--- src/common/radio_ctrl_pkg.sv ---
// Register map, sizes and bus structs for the radio control plane
// Imported by every RTL block and by the testbench
`default_nettype none

package radio_ctrl_pkg;

   ////////////////////
   // Sizes
   ////////////////////
   localparam int AXIL_ADDR_W     = 8;
   localparam int AXIL_DATA_W     = 32;
   localparam int SPI_WORD_W      = 16;
   localparam int SPI_DIV_W       = 8;    // Half-period = div+1 bus cycles
   localparam int NUM_SPI_TARGETS = 2;    // 0 codec, 1 PLL
   localparam int NUM_CHANNELS    = 2;
   localparam int ATR_W           = 8;    // One switch word per state
   localparam int MISC_W          = 8;
   localparam int HOLDOFF_CYCLES  = 64;   // Bus cycles after lock

   ////////////////////
   // Register map
   ////////////////////
   localparam logic [AXIL_ADDR_W-1:0] REG_SPI_DATA = 8'h00; // Wr starts xfer, rd last rx
   localparam logic [AXIL_ADDR_W-1:0] REG_SPI_CFG  = 8'h04; // [0] target, [15:8] div
   localparam logic [AXIL_ADDR_W-1:0] REG_STATUS   = 8'h08; // [0] busy, [1] pll lock
   localparam logic [AXIL_ADDR_W-1:0] REG_ATR0     = 8'h10;
   localparam logic [AXIL_ADDR_W-1:0] REG_ATR1     = 8'h14;
   localparam logic [AXIL_ADDR_W-1:0] REG_MISC     = 8'h18;

   localparam logic [1:0] RESP_OKAY   = 2'd0;
   localparam logic [1:0] RESP_SLVERR = 2'd2;

   ////////////////////
   // Bus structs
   ////////////////////
   typedef struct packed {
      logic [AXIL_ADDR_W-1:0]   awaddr;
      logic                     awvalid;
      logic [AXIL_DATA_W-1:0]   wdata;
      logic [AXIL_DATA_W/8-1:0] wstrb;
      logic                     wvalid;
      logic                     bready;
      logic [AXIL_ADDR_W-1:0]   araddr;
      logic                     arvalid;
      logic                     rready;
   } axil_m2s_t;

   typedef struct packed {
      logic                   awready;
      logic                   wready;
      logic [1:0]             bresp;
      logic                   bvalid;
      logic                   arready;
      logic [AXIL_DATA_W-1:0] rdata;
      logic [1:0]             rresp;
      logic                   rvalid;
   } axil_s2m_t;

   // One SPI transfer request
   typedef struct packed {
      logic [SPI_WORD_W-1:0] data;
      logic                  target;
      logic [SPI_DIV_W-1:0]  clk_div;
   } spi_cmd_t;

   // Switch words of one channel, idle in the top byte
   typedef struct packed {
      logic [ATR_W-1:0] idle;
      logic [ATR_W-1:0] rx_only;
      logic [ATR_W-1:0] tx_only;
      logic [ATR_W-1:0] full_duplex;
   } atr_cfg_t;

endpackage

`default_nettype wire

--- src/logic/fe_atr_ctrl.sv ---
// Front-end switch control for one channel
// Picks the configured word for the current run state and registers it
`timescale 1ns/1ns
`default_nettype none

module fe_atr_ctrl (
   input  wire                                bus_clk,
   input  wire                                bus_rst,
   input  wire radio_ctrl_pkg::atr_cfg_t      atr_cfg,
   input  wire                                run_rx,
   input  wire                                run_tx,
   output logic [radio_ctrl_pkg::ATR_W-1:0]   atr_out
);
   import radio_ctrl_pkg::*;

   logic [ATR_W-1:0] atr_sel;

   // State select
   always_comb begin
      case ({run_tx, run_rx})
         2'b00:   atr_sel = atr_cfg.idle;
         2'b01:   atr_sel = atr_cfg.rx_only;
         2'b10:   atr_sel = atr_cfg.tx_only;
         default: atr_sel = atr_cfg.full_duplex;   // Both running
      endcase
   end

   // Registered so the switch pins never glitch
   always_ff @(posedge bus_clk or posedge bus_rst) begin
      if (bus_rst) begin
         atr_out <= '0;
      end else begin
         atr_out <= atr_sel;
      end
   end

endmodule

`default_nettype wire

--- src/logic/radio_ctrl_top.sv ---
// Control plane top for the two-channel radio board
// Ties reset hold-off, settings slave, SPI master and ATR control to the pins
`timescale 1ns/1ns
`default_nettype none

module radio_ctrl_top (
   input  wire                                      bus_clk,
   input  wire                                      reset_global,
   input  wire                                      locked,
   input  wire                                      pll_lock,
   input  wire radio_ctrl_pkg::axil_m2s_t           axil_req,
   output radio_ctrl_pkg::axil_s2m_t                axil_rsp,
   // Codec SPI
   input  wire                                      cat_miso,
   output logic                                     cat_sen,
   output logic                                     cat_mosi,
   output logic                                     cat_sclk,
   // PLL SPI, write only
   output logic                                     pll_sen,
   output logic                                     pll_mosi,
   output logic                                     pll_sclk,
   // Channel run state
   input  wire [radio_ctrl_pkg::NUM_CHANNELS-1:0]   run_rx,
   input  wire [radio_ctrl_pkg::NUM_CHANNELS-1:0]   run_tx,
   output logic [radio_ctrl_pkg::ATR_W-1:0]         fe_atr0,
   output logic [radio_ctrl_pkg::ATR_W-1:0]         fe_atr1,
   output logic [radio_ctrl_pkg::MISC_W-1:0]        misc_outs
);
   import radio_ctrl_pkg::*;

   logic                       bus_rst;
   spi_cmd_t                   spi_cmd;
   logic                       spi_start, spi_busy;
   logic [SPI_WORD_W-1:0]      spi_rx_data;
   logic                       sclk, mosi;
   logic [NUM_SPI_TARGETS-1:0] sen;
   atr_cfg_t                   atr_cfg0, atr_cfg1;

   ////////////////////
   // Reset and settings
   ////////////////////
   reset_holdoff i_reset_holdoff (
      .bus_clk(bus_clk), .reset_global(reset_global), .locked(locked), .bus_rst(bus_rst)
   );

   settings_regs i_settings_regs (
      .bus_clk(bus_clk), .bus_rst(bus_rst),
      .axil_req(axil_req), .axil_rsp(axil_rsp),
      .spi_busy(spi_busy), .spi_rx_data(spi_rx_data), .pll_lock(pll_lock),
      .spi_cmd(spi_cmd), .spi_start(spi_start),
      .atr_cfg0(atr_cfg0), .atr_cfg1(atr_cfg1), .misc_outs(misc_outs)
   );

   ////////////////////
   // SPI
   ////////////////////
   spi_master i_spi_master (
      .bus_clk(bus_clk), .bus_rst(bus_rst),
      .spi_cmd(spi_cmd), .spi_start(spi_start),
      .miso(cat_miso),                          // PLL has no miso
      .sclk(sclk), .mosi(mosi), .sen(sen),
      .spi_busy(spi_busy), .spi_rx_data(spi_rx_data)
   );

   assign cat_sen  = sen[0];
   assign cat_mosi = ~sen[0] & mosi;            // Idle target sees low lines
   assign cat_sclk = ~sen[0] & sclk;
   assign pll_sen  = sen[1];
   assign pll_mosi = ~sen[1] & mosi;
   assign pll_sclk = ~sen[1] & sclk;

   ////////////////////
   // Front-end ATR
   ////////////////////
   fe_atr_ctrl atr0 (
      .bus_clk(bus_clk), .bus_rst(bus_rst), .atr_cfg(atr_cfg0),
      .run_rx(run_rx[0]), .run_tx(run_tx[0]), .atr_out(fe_atr0)
   );

   fe_atr_ctrl atr1 (
      .bus_clk(bus_clk), .bus_rst(bus_rst), .atr_cfg(atr_cfg1),
      .run_rx(run_rx[1]), .run_tx(run_tx[1]), .atr_out(fe_atr1)
   );

endmodule

`default_nettype wire

--- src/logic/reset_holdoff.sv ---
// Holds the bus reset until the clock generator has been locked for a while
// bus_rst is active high and released synchronously to bus_clk
`timescale 1ns/1ns
`default_nettype none

module reset_holdoff (
   input  wire  bus_clk,
   input  wire  reset_global,
   input  wire  locked,
   output logic bus_rst
);
   import radio_ctrl_pkg::*;

   logic                              holdoff_clr;  // Global reset or lock lost
   logic [$clog2(HOLDOFF_CYCLES)-1:0] ready_count;
   logic                              clocks_ready;
   logic [1:0]                        rst_sync;     // Release synchronizer

   assign holdoff_clr = reset_global | ~locked;

   // Count bus cycles once lock is stable
   always_ff @(posedge bus_clk or posedge holdoff_clr) begin
      if (holdoff_clr) begin
         ready_count  <= '0;
         clocks_ready <= 1'b0;
      end else if (!clocks_ready) begin
         ready_count  <= ready_count + 1'b1;
         clocks_ready <= (ready_count == HOLDOFF_CYCLES - 1); // Sticky until clear
      end
   end

   // Assert at once, release after two edges
   always_ff @(posedge bus_clk or posedge holdoff_clr) begin
      if (holdoff_clr) begin
         rst_sync <= 2'b11;
      end else begin
         rst_sync <= {rst_sync[0], ~clocks_ready};
      end
   end

   assign bus_rst = rst_sync[1];

endmodule

`default_nettype wire

--- src/settings/settings_regs.sv ---
// AXI4-Lite settings slave with the board configuration registers
// Launches SPI transfers and feeds the ATR and misc outputs
`timescale 1ns/1ns
`default_nettype none

module settings_regs (
   input  wire                                     bus_clk,
   input  wire                                     bus_rst,
   input  wire radio_ctrl_pkg::axil_m2s_t          axil_req,
   output radio_ctrl_pkg::axil_s2m_t               axil_rsp,
   input  wire                                     spi_busy,
   input  wire [radio_ctrl_pkg::SPI_WORD_W-1:0]    spi_rx_data,
   input  wire                                     pll_lock,
   output radio_ctrl_pkg::spi_cmd_t                spi_cmd,
   output logic                                    spi_start,
   output radio_ctrl_pkg::atr_cfg_t                atr_cfg0,
   output radio_ctrl_pkg::atr_cfg_t                atr_cfg1,
   output logic [radio_ctrl_pkg::MISC_W-1:0]       misc_outs
);
   import radio_ctrl_pkg::*;

   logic [SPI_WORD_W-1:0]  spi_data_r;    // Next word to send
   logic                   spi_target_r;
   logic [SPI_DIV_W-1:0]   spi_div_r;
   logic [MISC_W-1:0]      misc_r;
   logic                   aw_rdy, ar_rdy;  // awready/wready share one flop
   logic                   bvalid_r, rvalid_r;
   logic [1:0]             bresp_r, rresp_r;
   logic [AXIL_DATA_W-1:0] rdata_r;
   logic                   wr_fire, rd_fire;
   logic                   wr_hit, rd_hit;
   logic [AXIL_DATA_W-1:0] wr_cur, wr_merge, rd_mux;

   // Byte-lane merge of write data into a register
   function automatic logic [AXIL_DATA_W-1:0] apply_strb(
      input logic [AXIL_DATA_W-1:0]   cur,
      input logic [AXIL_DATA_W-1:0]   wdata,
      input logic [AXIL_DATA_W/8-1:0] strb
   );
      logic [AXIL_DATA_W-1:0] res;
      res = cur;
      for (int i = 0; i < AXIL_DATA_W/8; i++) begin
         if (strb[i]) res[8*i +: 8] = wdata[8*i +: 8];
      end
      return res;
   endfunction

   assign wr_fire = aw_rdy & axil_req.awvalid & axil_req.wvalid;
   assign rd_fire = ar_rdy & axil_req.arvalid;

   ////////////////////
   // Address decode
   ////////////////////
   always_comb begin
      wr_hit = 1'b1;
      wr_cur = '0;
      case (axil_req.awaddr)
         REG_SPI_DATA: begin
            wr_hit = ~(spi_busy | spi_start);   // No restart mid-transfer
            wr_cur[SPI_WORD_W-1:0] = spi_data_r;
         end
         REG_SPI_CFG:  wr_cur[15:0] = {spi_div_r, 7'd0, spi_target_r};
         REG_STATUS:   wr_cur = '0;             // Read only, write ignored
         REG_ATR0:     wr_cur = atr_cfg0;
         REG_ATR1:     wr_cur = atr_cfg1;
         REG_MISC:     wr_cur[MISC_W-1:0] = misc_r;
         default:      wr_hit = 1'b0;
      endcase
      wr_merge = apply_strb(wr_cur, axil_req.wdata, axil_req.wstrb);
   end

   always_comb begin
      rd_hit = 1'b1;
      rd_mux = '0;                              // Unmapped reads give zero
      case (axil_req.araddr)
         REG_SPI_DATA: rd_mux[SPI_WORD_W-1:0] = spi_rx_data;
         REG_SPI_CFG:  rd_mux[15:0] = {spi_div_r, 7'd0, spi_target_r};
         REG_STATUS:   rd_mux[1:0] = {pll_lock, spi_busy};
         REG_ATR0:     rd_mux = atr_cfg0;
         REG_ATR1:     rd_mux = atr_cfg1;
         REG_MISC:     rd_mux[MISC_W-1:0] = misc_r;
         default:      rd_hit = 1'b0;
      endcase
   end

   ////////////////////
   // Handshakes
   ////////////////////
   always_ff @(posedge bus_clk or posedge bus_rst) begin
      if (bus_rst) begin
         aw_rdy    <= 1'b0;
         ar_rdy    <= 1'b0;
         bvalid_r  <= 1'b0;
         rvalid_r  <= 1'b0;
         bresp_r   <= RESP_OKAY;
         rresp_r   <= RESP_OKAY;
         spi_start <= 1'b0;
      end else begin
         // One-cycle ready pulse, held off while a response waits
         aw_rdy <= ~aw_rdy & axil_req.awvalid & axil_req.wvalid & ~bvalid_r;
         ar_rdy <= ~ar_rdy & axil_req.arvalid & ~rvalid_r;
         spi_start <= wr_fire & wr_hit & (axil_req.awaddr == REG_SPI_DATA);
         if (wr_fire) begin
            bvalid_r <= 1'b1;
            bresp_r  <= wr_hit ? RESP_OKAY : RESP_SLVERR;
         end else if (axil_req.bready) begin
            bvalid_r <= 1'b0;
         end
         if (rd_fire) begin
            rvalid_r <= 1'b1;
            rresp_r  <= rd_hit ? RESP_OKAY : RESP_SLVERR;
         end else if (axil_req.rready) begin
            rvalid_r <= 1'b0;
         end
      end
   end

   always_ff @(posedge bus_clk) begin
      if (rd_fire) rdata_r <= rd_mux;           // Held until rready
   end

   ////////////////////
   // Config registers
   ////////////////////
   always_ff @(posedge bus_clk or posedge bus_rst) begin
      if (bus_rst) begin
         spi_data_r   <= '0;
         spi_target_r <= 1'b0;
         spi_div_r    <= '0;
         atr_cfg0     <= '0;
         atr_cfg1     <= '0;
         misc_r       <= '0;
         misc_outs    <= '0;
      end else begin
         misc_outs <= misc_r;                   // Extra stage toward the pins
         if (wr_fire && wr_hit) begin
            case (axil_req.awaddr)
               REG_SPI_DATA: spi_data_r <= wr_merge[SPI_WORD_W-1:0];
               REG_SPI_CFG: begin
                  spi_target_r <= wr_merge[0];
                  spi_div_r    <= wr_merge[15:8];
               end
               REG_ATR0:     atr_cfg0 <= wr_merge;
               REG_ATR1:     atr_cfg1 <= wr_merge;
               REG_MISC:     misc_r   <= wr_merge[MISC_W-1:0];
               default:      ;
            endcase
         end
      end
   end

   assign spi_cmd = '{data: spi_data_r, target: spi_target_r, clk_div: spi_div_r};

   assign axil_rsp = '{awready: aw_rdy, wready: aw_rdy, bresp: bresp_r, bvalid: bvalid_r,
                       arready: ar_rdy, rdata: rdata_r, rresp: rresp_r, rvalid: rvalid_r};

endmodule

`default_nettype wire

--- src/spi/spi_master.sv ---
// Mode-0 SPI master, MSB first, one word per spi_start pulse
// Half-period is clk_div+1 bus cycles; enables are active low and one-hot
`timescale 1ns/1ns
`default_nettype none

module spi_master (
   input  wire                                         bus_clk,
   input  wire                                         bus_rst,
   input  wire radio_ctrl_pkg::spi_cmd_t               spi_cmd,
   input  wire                                         spi_start,
   input  wire                                         miso,
   output logic                                        sclk,
   output logic                                        mosi,
   output logic [radio_ctrl_pkg::NUM_SPI_TARGETS-1:0]  sen,
   output logic                                        spi_busy,
   output logic [radio_ctrl_pkg::SPI_WORD_W-1:0]       spi_rx_data
);
   import radio_ctrl_pkg::*;

   logic [SPI_DIV_W-1:0]                div_r;     // Captured divider
   logic [SPI_DIV_W-1:0]                div_cnt;
   logic [$clog2(2*SPI_WORD_W+1)-1:0]   half_cnt;  // Lead-in, 2 per bit, then trail
   logic [SPI_WORD_W-1:0]               tx_shift;
   logic [SPI_WORD_W-1:0]               rx_shift;
   logic                                half_done;

   assign half_done = (div_cnt == div_r);
   assign mosi      = tx_shift[SPI_WORD_W-1];    // MSB first

   ////////////////////
   // Sequencer
   ////////////////////
   always_ff @(posedge bus_clk or posedge bus_rst) begin
      if (bus_rst) begin
         spi_busy    <= 1'b0;
         sclk        <= 1'b0;
         sen         <= '1;
         div_cnt     <= '0;
         half_cnt    <= '0;
         spi_rx_data <= '0;
      end else if (!spi_busy) begin
         div_cnt  <= '0;
         half_cnt <= '0;
         sclk     <= 1'b0;
         if (spi_start) begin
            spi_busy <= 1'b1;
            sen <= ~(NUM_SPI_TARGETS'(1) << spi_cmd.target);  // Enable drops now
         end
      end else if (half_done) begin
         div_cnt  <= '0;
         half_cnt <= half_cnt + 1'b1;
         if (half_cnt == 2*SPI_WORD_W) begin
            // Trailing half-period over
            spi_busy    <= 1'b0;
            sen         <= '1;
            spi_rx_data <= rx_shift;
         end else begin
            sclk <= ~half_cnt[0];               // Rise after even, fall after odd
         end
      end else begin
         div_cnt <= div_cnt + 1'b1;
      end
   end

   ////////////////////
   // Shifters
   ////////////////////
   always_ff @(posedge bus_clk) begin
      if (!spi_busy && spi_start) begin
         tx_shift <= spi_cmd.data;
         div_r    <= spi_cmd.clk_div;
      end else if (spi_busy && half_done && half_cnt < 2*SPI_WORD_W) begin
         if (!half_cnt[0]) begin
            rx_shift <= {rx_shift[SPI_WORD_W-2:0], miso};   // Sample on rising sclk
         end else begin
            tx_shift <= {tx_shift[SPI_WORD_W-2:0], 1'b0};   // Next bit on falling sclk
         end
      end
   end

endmodule

`default_nettype wire

--- config.mk ---
export PLATFORM = sky130hd
export DESIGN_NAME = radio_ctrl_top
export DESIGN_NICKNAME = d
export VERILOG_FILES = /design/src/common/radio_ctrl_pkg.sv /design/src/logic/fe_atr_ctrl.sv /design/src/logic/radio_ctrl_top.sv /design/src/logic/reset_holdoff.sv /design/src/settings/settings_regs.sv /design/src/spi/spi_master.sv
export SDC_FILE = /design/constraint.sdc
export NUM_CORES = 1
export LEC_CHECK = 0
export BUFFER_PORTS_ARGS = -buffer_cell sky130_fd_sc_hd__buf_4
export CORE_UTILIZATION = 50
export CTS_CLUSTER_DIAMETER = 60
export CTS_CLUSTER_SIZE = 25
export DETAILED_ROUTE_END_ITERATION = 10
export GPL_TIMING_DRIVEN = 0
export PLACE_DENSITY = 0.8
export SLEW_MARGIN = 20
export SYNTH_ARGS = -nofsm -noshare
export SYNTH_HDL_FRONTEND = slang
export SYNTH_SLANG_ARGS = --single-unit
--- constraint.sdc ---
create_clock -name bus_clk -period 8.2 [get_ports bus_clk]
set_clock_uncertainty 0.1 [all_clocks]
set_input_delay 1.23 -clock bus_clk [delete_from_list [all_inputs] [get_ports bus_clk]]
set_output_delay 1.23 -clock bus_clk [all_outputs]
set_load 0.01 [all_outputs]
==> flow_metrics.env, run 1 <==
export IMPL_cts_sinks=243
export IMPL_post_dp_hpwl_mm=20.0
export IMPL_tns_ps=0
export IMPL_rr_startpoint="i_spi_master.half_cnt[0]"
export IMPL_pin_count=137
export IMPL_maxSlewViolCount=0
export IMPL_die_w_um=148
export IMPL_area_growth_pct=18.5
export IMPL_async_flop_share_pct=70.4
export IMPL_drc_errors=0
export IMPL_portBuffers=128
export IMPL_ctsRootBufferMaster="clkbuf_16"
export IMPL_nets=1016
export IMPL_grt_max_degree=86
export IMPL_setup_viol=0
export IMPL_track_usage_pct=25.4
export IMPL_h_tree_depth=1
export IMPL_overflow=0
export IMPL_synth_area_um2=10700
export IMPL_worst_slew_pin_slew_ps=1000
export IMPL_synth_simple_gate_area_share_pct=9.12
export IMPL_path_class="input pin to flop"
export IMPL_cts_buffers=17
export IMPL_cts_max_path_buffers=3
export IMPL_clkSlewWorstSetupHoldPaths_ps=90
export IMPL_synth_xor_area_share_pct=1.56
export IMPL_antenna_found_initial=0
export IMPL_start_util_pct=51.0
export IMPL_cp_data_arrival_time_ps=3420
export IMPL_via_count=7624
export IMPL_timing_rr_end="i_spi_master.spi_rx_data[2]"
export IMPL_drt_iter0_markers=683
export IMPL_cts_resized=0
export IMPL_yosysWarnings=0
export IMPL_drive_gt1_share_pct=30.9
export IMPL_viasPerCell=6.19
export IMPL_finalCriticalPeriod_ps=3080
export IMPL_max_slew_margin_pct=32.4
export IMPL_crit_path_start_kind="input pin"
export IMPL_grt_first_pass_wirelength_mm=42.1
export IMPL_peakVddDrop_mv=0.139
export IMPL_status="finished clean"
export IMPL_placed_cells=1202
export IMPL_synth_cell_type_count=63
export IMPL_r2r_cells=8
export IMPL_critPathRequiredTime_ps=8540
export IMPL_finalHoldViolations=0
export IMPL_synth_fa_ha_area_share_pct=0.469
export IMPL_path_max_fanout=8
export IMPL_period_share_pct=37.6
export IMPL_avgSynthCellArea_um2=13.4
export IMPL_final_cells=1232
export IMPL_holdBufCountCts=0
export IMPL_hold_path_class="flop to async pin"
export IMPL_cts_tree="built"
export IMPL_first_pass_iters=5
export IMPL_crit_path_end_kind="flop"
export IMPL_syn_inst=795
export IMPL_synthFlopType="dfrtp_1"
export IMPL_grt_pass1_vias=7397
export IMPL_drt_total_wl_mm=27.4
export IMPL_layout_commonest_cell="dfrtp_1"
export IMPL_antenna_cells=0
export IMPL_synth_edf_count=72
export IMPL_rsz0062_at_grt="false"
export IMPL_die_y_um=148
export IMPL_gp_congestion=0.933
export IMPL_p_per_area_nw_per_um2=182
export IMPL_clk_latency_ps=510
export IMPL_routedWlPerCell_um=22.3
export IMPL_seq_area_frac_synth_pct=60.4
export IMPL_synth_seq_cells=243
export IMPL_num_rows=53
export IMPL_synth_mux_area_share_pct=13.5
export IMPL_max_freq_ghz=0.325
export IMPL_synth_top_family_by_area="multiplexers"
export IMPL_mostFrequentLayoutCells="dfrtp_1, buf_4, mux2_2, edfxtp_1, o21ai_0"
export IMPL_final_antenna_net_count=0
export IMPL_cts_setup_buffers=0
export IMPL_fp_dieArea_um2=21900
export IMPL_p_leak_nw=5.38
export IMPL_synth_compound_area_share_pct=12.4
export IMPL_core_um2=21000
export IMPL_rrSetupSlack_ps=5490
export IMPL_cap_violations=0
[state kept, by name, indices dropped and copies added, names as in the netlist, 6 cells and up]
register                     count
atr0.atr_out                     8
atr1.atr_out                     8
i_reset_holdoff.ready_count      6
i_settings_regs.atr_cfg0        32
i_settings_regs.atr_cfg1        32
i_settings_regs.misc_outs        8
i_settings_regs.misc_r           8
i_settings_regs.rdata_r         32
i_settings_regs.spi_data_r      16
i_settings_regs.spi_div_r        8
i_spi_master.div_cnt             8
i_spi_master.div_r               8
i_spi_master.half_cnt            6
i_spi_master.rx_shift           16
i_spi_master.spi_rx_data        16
i_spi_master.tx_shift           16
[power by group]
part / internal [mW] / leakage, nW / switching [mW]
clock: 0.448 / 0.289 / 0.470
combinational: 0.0537 / 2.12 / 0.0632
sequential: 1.26 / 2.96 / 0.00813
total: 1.76 / 5.38 / 0.542
[per-layer routing]
layer,GRT usage (%),routed length (um),up-vias
li1,-,-,3335
met1,35.8,11400,3764
met2,38.2,12300,458
met3,6.47,2760,67
met4,9.07,991,0
met5,0,0,-
[layout make-up]
cell class              instances  area [um^2]
plain buffers                  47          215
well taps                     275          344
multi-input cells             491         3980
fillers                      1660         8300
clock buffers                  19          433
inverters                      15         63.8
clock inverters                11          170
repair buffers                131         1000
flip-flops and latches        243         6450
[critical path, cell delays in order]
cell and delay [ps]:
buf_4 120, nor4b_2 800, nand2b_1 310, o21ai_0 670, mux2_2 290
[per-stage QoR]
stage               power (mW)  area (um^2)  hold WS, ps  utilization, %  worst slack, ps
floorplan                 1.34        10700          245               -             3400
global placement          1.40        12000          246            57.2             1660
detailed placement        1.41        12100          248            57.5             4680
CTS                       2.31        12700          261            60.4             5190
global route              2.36        12700          268            60.4             5040
finish                    2.30        12700          210            60.4             5120
[synthesized netlist by cell type, types with 3 or more instances]
cell type / count / area (um^2)
or3_1: 4 / 25.0
mux2i_1: 11 / 110
mux2_2: 86 / 968
buf_4: 8 / 60.1
a221o_1: 5 / 50.1
o22ai_1: 15 / 93.8
or4_1: 7 / 52.6
inv_1: 13 / 48.8
nor4_1: 6 / 37.5
nand4_1: 5 / 31.3
a2bb2oi_1: 16 / 140
edfxtp_1: 72 / 2160
xnor2_1: 13 / 114
o311ai_0: 3 / 26.3
a211oi_1: 3 / 22.5
nor2b_1: 14 / 87.6
clkbuf_1: 26 / 97.6
ha_1: 4 / 50.1
dfstp_2: 4 / 105
nand3b_1: 7 / 52.6
a22o_1: 29 / 254
nand2_2: 3 / 18.8
o31ai_1: 4 / 30.0
buf_1: 6 / 22.5
a22oi_1: 20 / 150
nand2b_1: 11 / 68.8
o21a_1: 3 / 22.5
o41ai_1: 3 / 26.3
dfrtp_1: 167 / 4180
o2bb2ai_1: 17 / 149
nand3_1: 21 / 105
and4_1: 3 / 26.3
nand2_1: 34 / 128
o21ai_0: 39 / 195
a31oi_1: 4 / 25.0
mux4_2: 16 / 360
xor2_1: 6 / 52.6
a21oi_1: 13 / 65.1
nor3_1: 7 / 35.0
and2_1: 3 / 18.8
nor2_1: 21 / 78.8
and3_1: 9 / 56.3
buf_2: 7 / 35.0
[logic make-up (layout without fill, tap and decap cells)]
| group | after synthesis | count (layout) |
|---|---|---|
| other | 1 | 2 |
| flip-flops | 243 | 243 |
| AND/OR/NAND/NOR | 169 | 169 |
| XOR/XNOR | 19 | 19 |
| buffers and inverters | 62 | 223 |
| AO/OA/AOI/OAI | 184 | 184 |
| adder cells (fa/ha/maj) | 4 | 4 |
| multiplexers | 113 | 113 |
[worst max-delay path by stage]
stage,depth (start not counted),to,from,slack [ps]
2_1_floorplan,1,atr0.atr_out[0],i_reset_holdoff.rst_sync[1],3400
3_3_place_gp,1,atr1.atr_out[1],i_reset_holdoff.rst_sync[1],1660
3_5_place_dp,5,i_settings_regs.atr_cfg1[7],axil_req[54],4680
4_1_cts,6,i_settings_regs.rdata_r[10],axil_req[3],5190
5_1_grt,6,i_settings_regs.rdata_r[9],axil_req[3],5040
6_report,5,i_settings_regs.atr_cfg1[7],axil_req[54],5120
Power figures use the tool's default switching activity.
==> inputs of run 2 (changes only) <==
--- a/config.mk
+++ b/config.mk
@@ -11,7 +11,7 @@
 export CTS_CLUSTER_SIZE = 25
 export DETAILED_ROUTE_END_ITERATION = 10
 export GPL_TIMING_DRIVEN = 0
-export PLACE_DENSITY = 0.8
+export PLACE_DENSITY = 0.83
 export SLEW_MARGIN = 20
 export SYNTH_ARGS = -nofsm -noshare
 export SYNTH_HDL_FRONTEND = slang
==> constraint.sdc (replaced) <==
create_clock -name bus_clk -period 2.67 [get_ports bus_clk]
set_clock_uncertainty 0.1 [all_clocks]
set_input_delay 0.4005 -clock bus_clk [delete_from_list [all_inputs] [get_ports bus_clk]]
set_output_delay 0.4005 -clock bus_clk [all_outputs]
set_load 0.01 [all_outputs]
==> run 2 against run 1 <==
- non-clock buffer count increased by 10
- final area increased by 2.1%
- flip-flop and latch count unchanged
- combinational power increased to 3.2 times the previous value
- worst setup slack got worse by 5000 ps
- utilization increased by 1.3 points
- via count increased by 2.5%
- routed wire length increased by 2.9%
- sequential power increased to 3.1 times the previous value
- highest routed layer unchanged
- global-route usage increased by 0.80 points
- power increased to 3.2 times the previous value
- count of clock-buffer cells in the layout increased by 3
==> flow_metrics.env, run 2 (synthesis gave the netlist of run 1 again) <==
export IMPL_holdWs_ps=27.2
export IMPL_status="finished clean"
export IMPL_p_per_area_nw_per_um2=565
export IMPL_drc_errors=0
export IMPL_finalHoldViolations=0
export IMPL_peakVddDrop_mv=0.341
export IMPL_viasPerCell=6.28
export IMPL_routedWlPerCell_um=22.7
export IMPL_mostFrequentLayoutCells="dfrtp_1, buf_4, mux2_2, edfxtp_1, o21ai_0"
export IMPL_slowest_delay_ps=470
export IMPL_r2r_cells=8
export IMPL_cp_data_arrival_time_ps=2800
export IMPL_start_util_pct=51.0
export IMPL_cts_tree="built"
export IMPL_portBuffers=128
export IMPL_cp_cell_sequence="inv_1 > ha_1 > nand4b_1 > nor3_2 > and3_1 > buf_2 > buf_4 > mux2_2"
export IMPL_layout_commonest_cell="dfrtp_1"
export IMPL_path_buf_inv=3
export IMPL_path_class="flop to flop"
export IMPL_crit_path_end_kind="flop"
export IMPL_finalCriticalPeriod_ps=2510
export IMPL_drt_total_wl_mm=28.2
export IMPL_finalPower_mw=7.30
export IMPL_max_slew_margin_pct=29.0
export IMPL_period_share_pct=94.2
export IMPL_die_w_um=148
export IMPL_grt_pass1_vias=7650
export IMPL_clk_latency_ps=510
export IMPL_pin_count=137
export IMPL_path_depth=8
export IMPL_num_rows=53
export IMPL_track_usage_pct=26.2
export IMPL_drt_iter0_markers=837
export IMPL_cap_violations=0
export IMPL_setup_viol=0
export IMPL_nets=1027
export IMPL_clkSlewWorstSetupHoldPaths_ps=90
export IMPL_h_tree_depth=1
export IMPL_core_um2=21000
export IMPL_grt_max_degree=34
export IMPL_worst_slew_pin_slew_ps=1050
export IMPL_place_area_um2=12200
export IMPL_first_pass_iters=5
export IMPL_reg_largest_list="i_settings_regs.atr_cfg0 x32, i_settings_regs.atr_cfg1 x32, i_settings_regs.rdata_r x32"
export IMPL_cts_sinks=243
export IMPL_p_leak_nw=5.49
export IMPL_die_y_um=148
export IMPL_ctsRootBufferMaster="clkbuf_16"
export IMPL_critPathRequiredTime_ps=2960
export IMPL_maxSlewViolCount=0
export IMPL_path_max_fanout=10
export IMPL_final_util_pct=61.7
export IMPL_cts_max_path_buffers=3
export IMPL_max_freq_ghz=0.398
export IMPL_final_antenna_net_count=0
export IMPL_drive_gt1_share_pct=31.5
export IMPL_grt_first_pass_wirelength_mm=43.5
export IMPL_worst_slack_ps=156
export IMPL_worstHoldPathCells=2
export IMPL_post_dp_hpwl_mm=20.7
export IMPL_fp_dieArea_um2=21900
export IMPL_via_count=7815
export IMPL_crit_path_start_kind="flop"
export IMPL_antenna_cells=0
export IMPL_hold_path_class="input pin to flop"
export IMPL_gp_congestion=0.921
export IMPL_cts_buffers=18
export IMPL_path_delay_family="buffers and inverters"
export IMPL_crit_slowest_cell="dfrtp_1"
export IMPL_antenna_found_initial=0
export IMPL_area_growth_pct=21.0
export IMPL_overflow=0
export IMPL_preCtsSetupSlack_ps=-21.9
export IMPL_stdcell_area_um2=12900
export IMPL_rsz0062_at_grt="false"
==> run 2: through the flow <==
step	instances	TNS, ps
final	1244	0
after global routing	1244	0
after CTS	1244	0
after detailed placement	1207	-41.8
after global placement	1199	-140330
after floorplan	796	0
==> run 2: cell type report <==
cell class | count | area (um^2)
clock buffers | 22 | 529
repair buffers | 141 | 1180
plain buffers | 47 | 218
inverters | 15 | 60.1
flip-flops and latches | 243 | 6450
fillers | 1613 | 8030
well taps | 275 | 344
multi-input cells | 491 | 4000
clock inverters | 10 | 145
==> run 2: what timing repair did <==
action | in CTS | in global routing
gates resized for setup | 1 | 2
hold buffers | 5 | 0
endpoints found under the hold margin | 9 | 0
setup buffers | 0 | 0
setup endpoints to repair | 5 | 8
==> run 2: per-layer routing <==
metal	vias to the layer above	GRT usage, %	share of wire [%]
li1	3367	-	-
met1	3865	36.5	40
met2	490	39.9	45
met3	93	5.52	10
met4	0	11.1	4.2
met5	-	0	0
==> run 2: path summary, 6_finish.rpt <==
path / endpoint / startpoint / slack [ps]
worst max-delay path: i_spi_master.spi_rx_data[13] / i_spi_master.half_cnt[0] / 160
worst min-delay path: i_settings_regs.atr_cfg1[17] / axil_req[33] / 30
worst max register to register: i_spi_master.spi_rx_data[13] / i_spi_master.half_cnt[0] / 160
worst min register to register: i_spi_master.div_cnt[5] / i_reset_holdoff.rst_sync[1] / 110
max in group asynchronous: i_settings_regs.atr_cfg1[30] / i_reset_holdoff.rst_sync[1] / 1100
min in group asynchronous: i_spi_master.div_cnt[5] / i_reset_holdoff.rst_sync[1] / 110
==> run 2: report_power, final <==
group / switching, mW / leakage (nW) / internal (mW) / total (mW)
combinational: 0.199 / 2.19 / 0.176 / 0.374
clock: 1.44 / 0.330 / 1.60 / 3.04
sequential: 0.0251 / 2.96 / 3.86 / 3.89
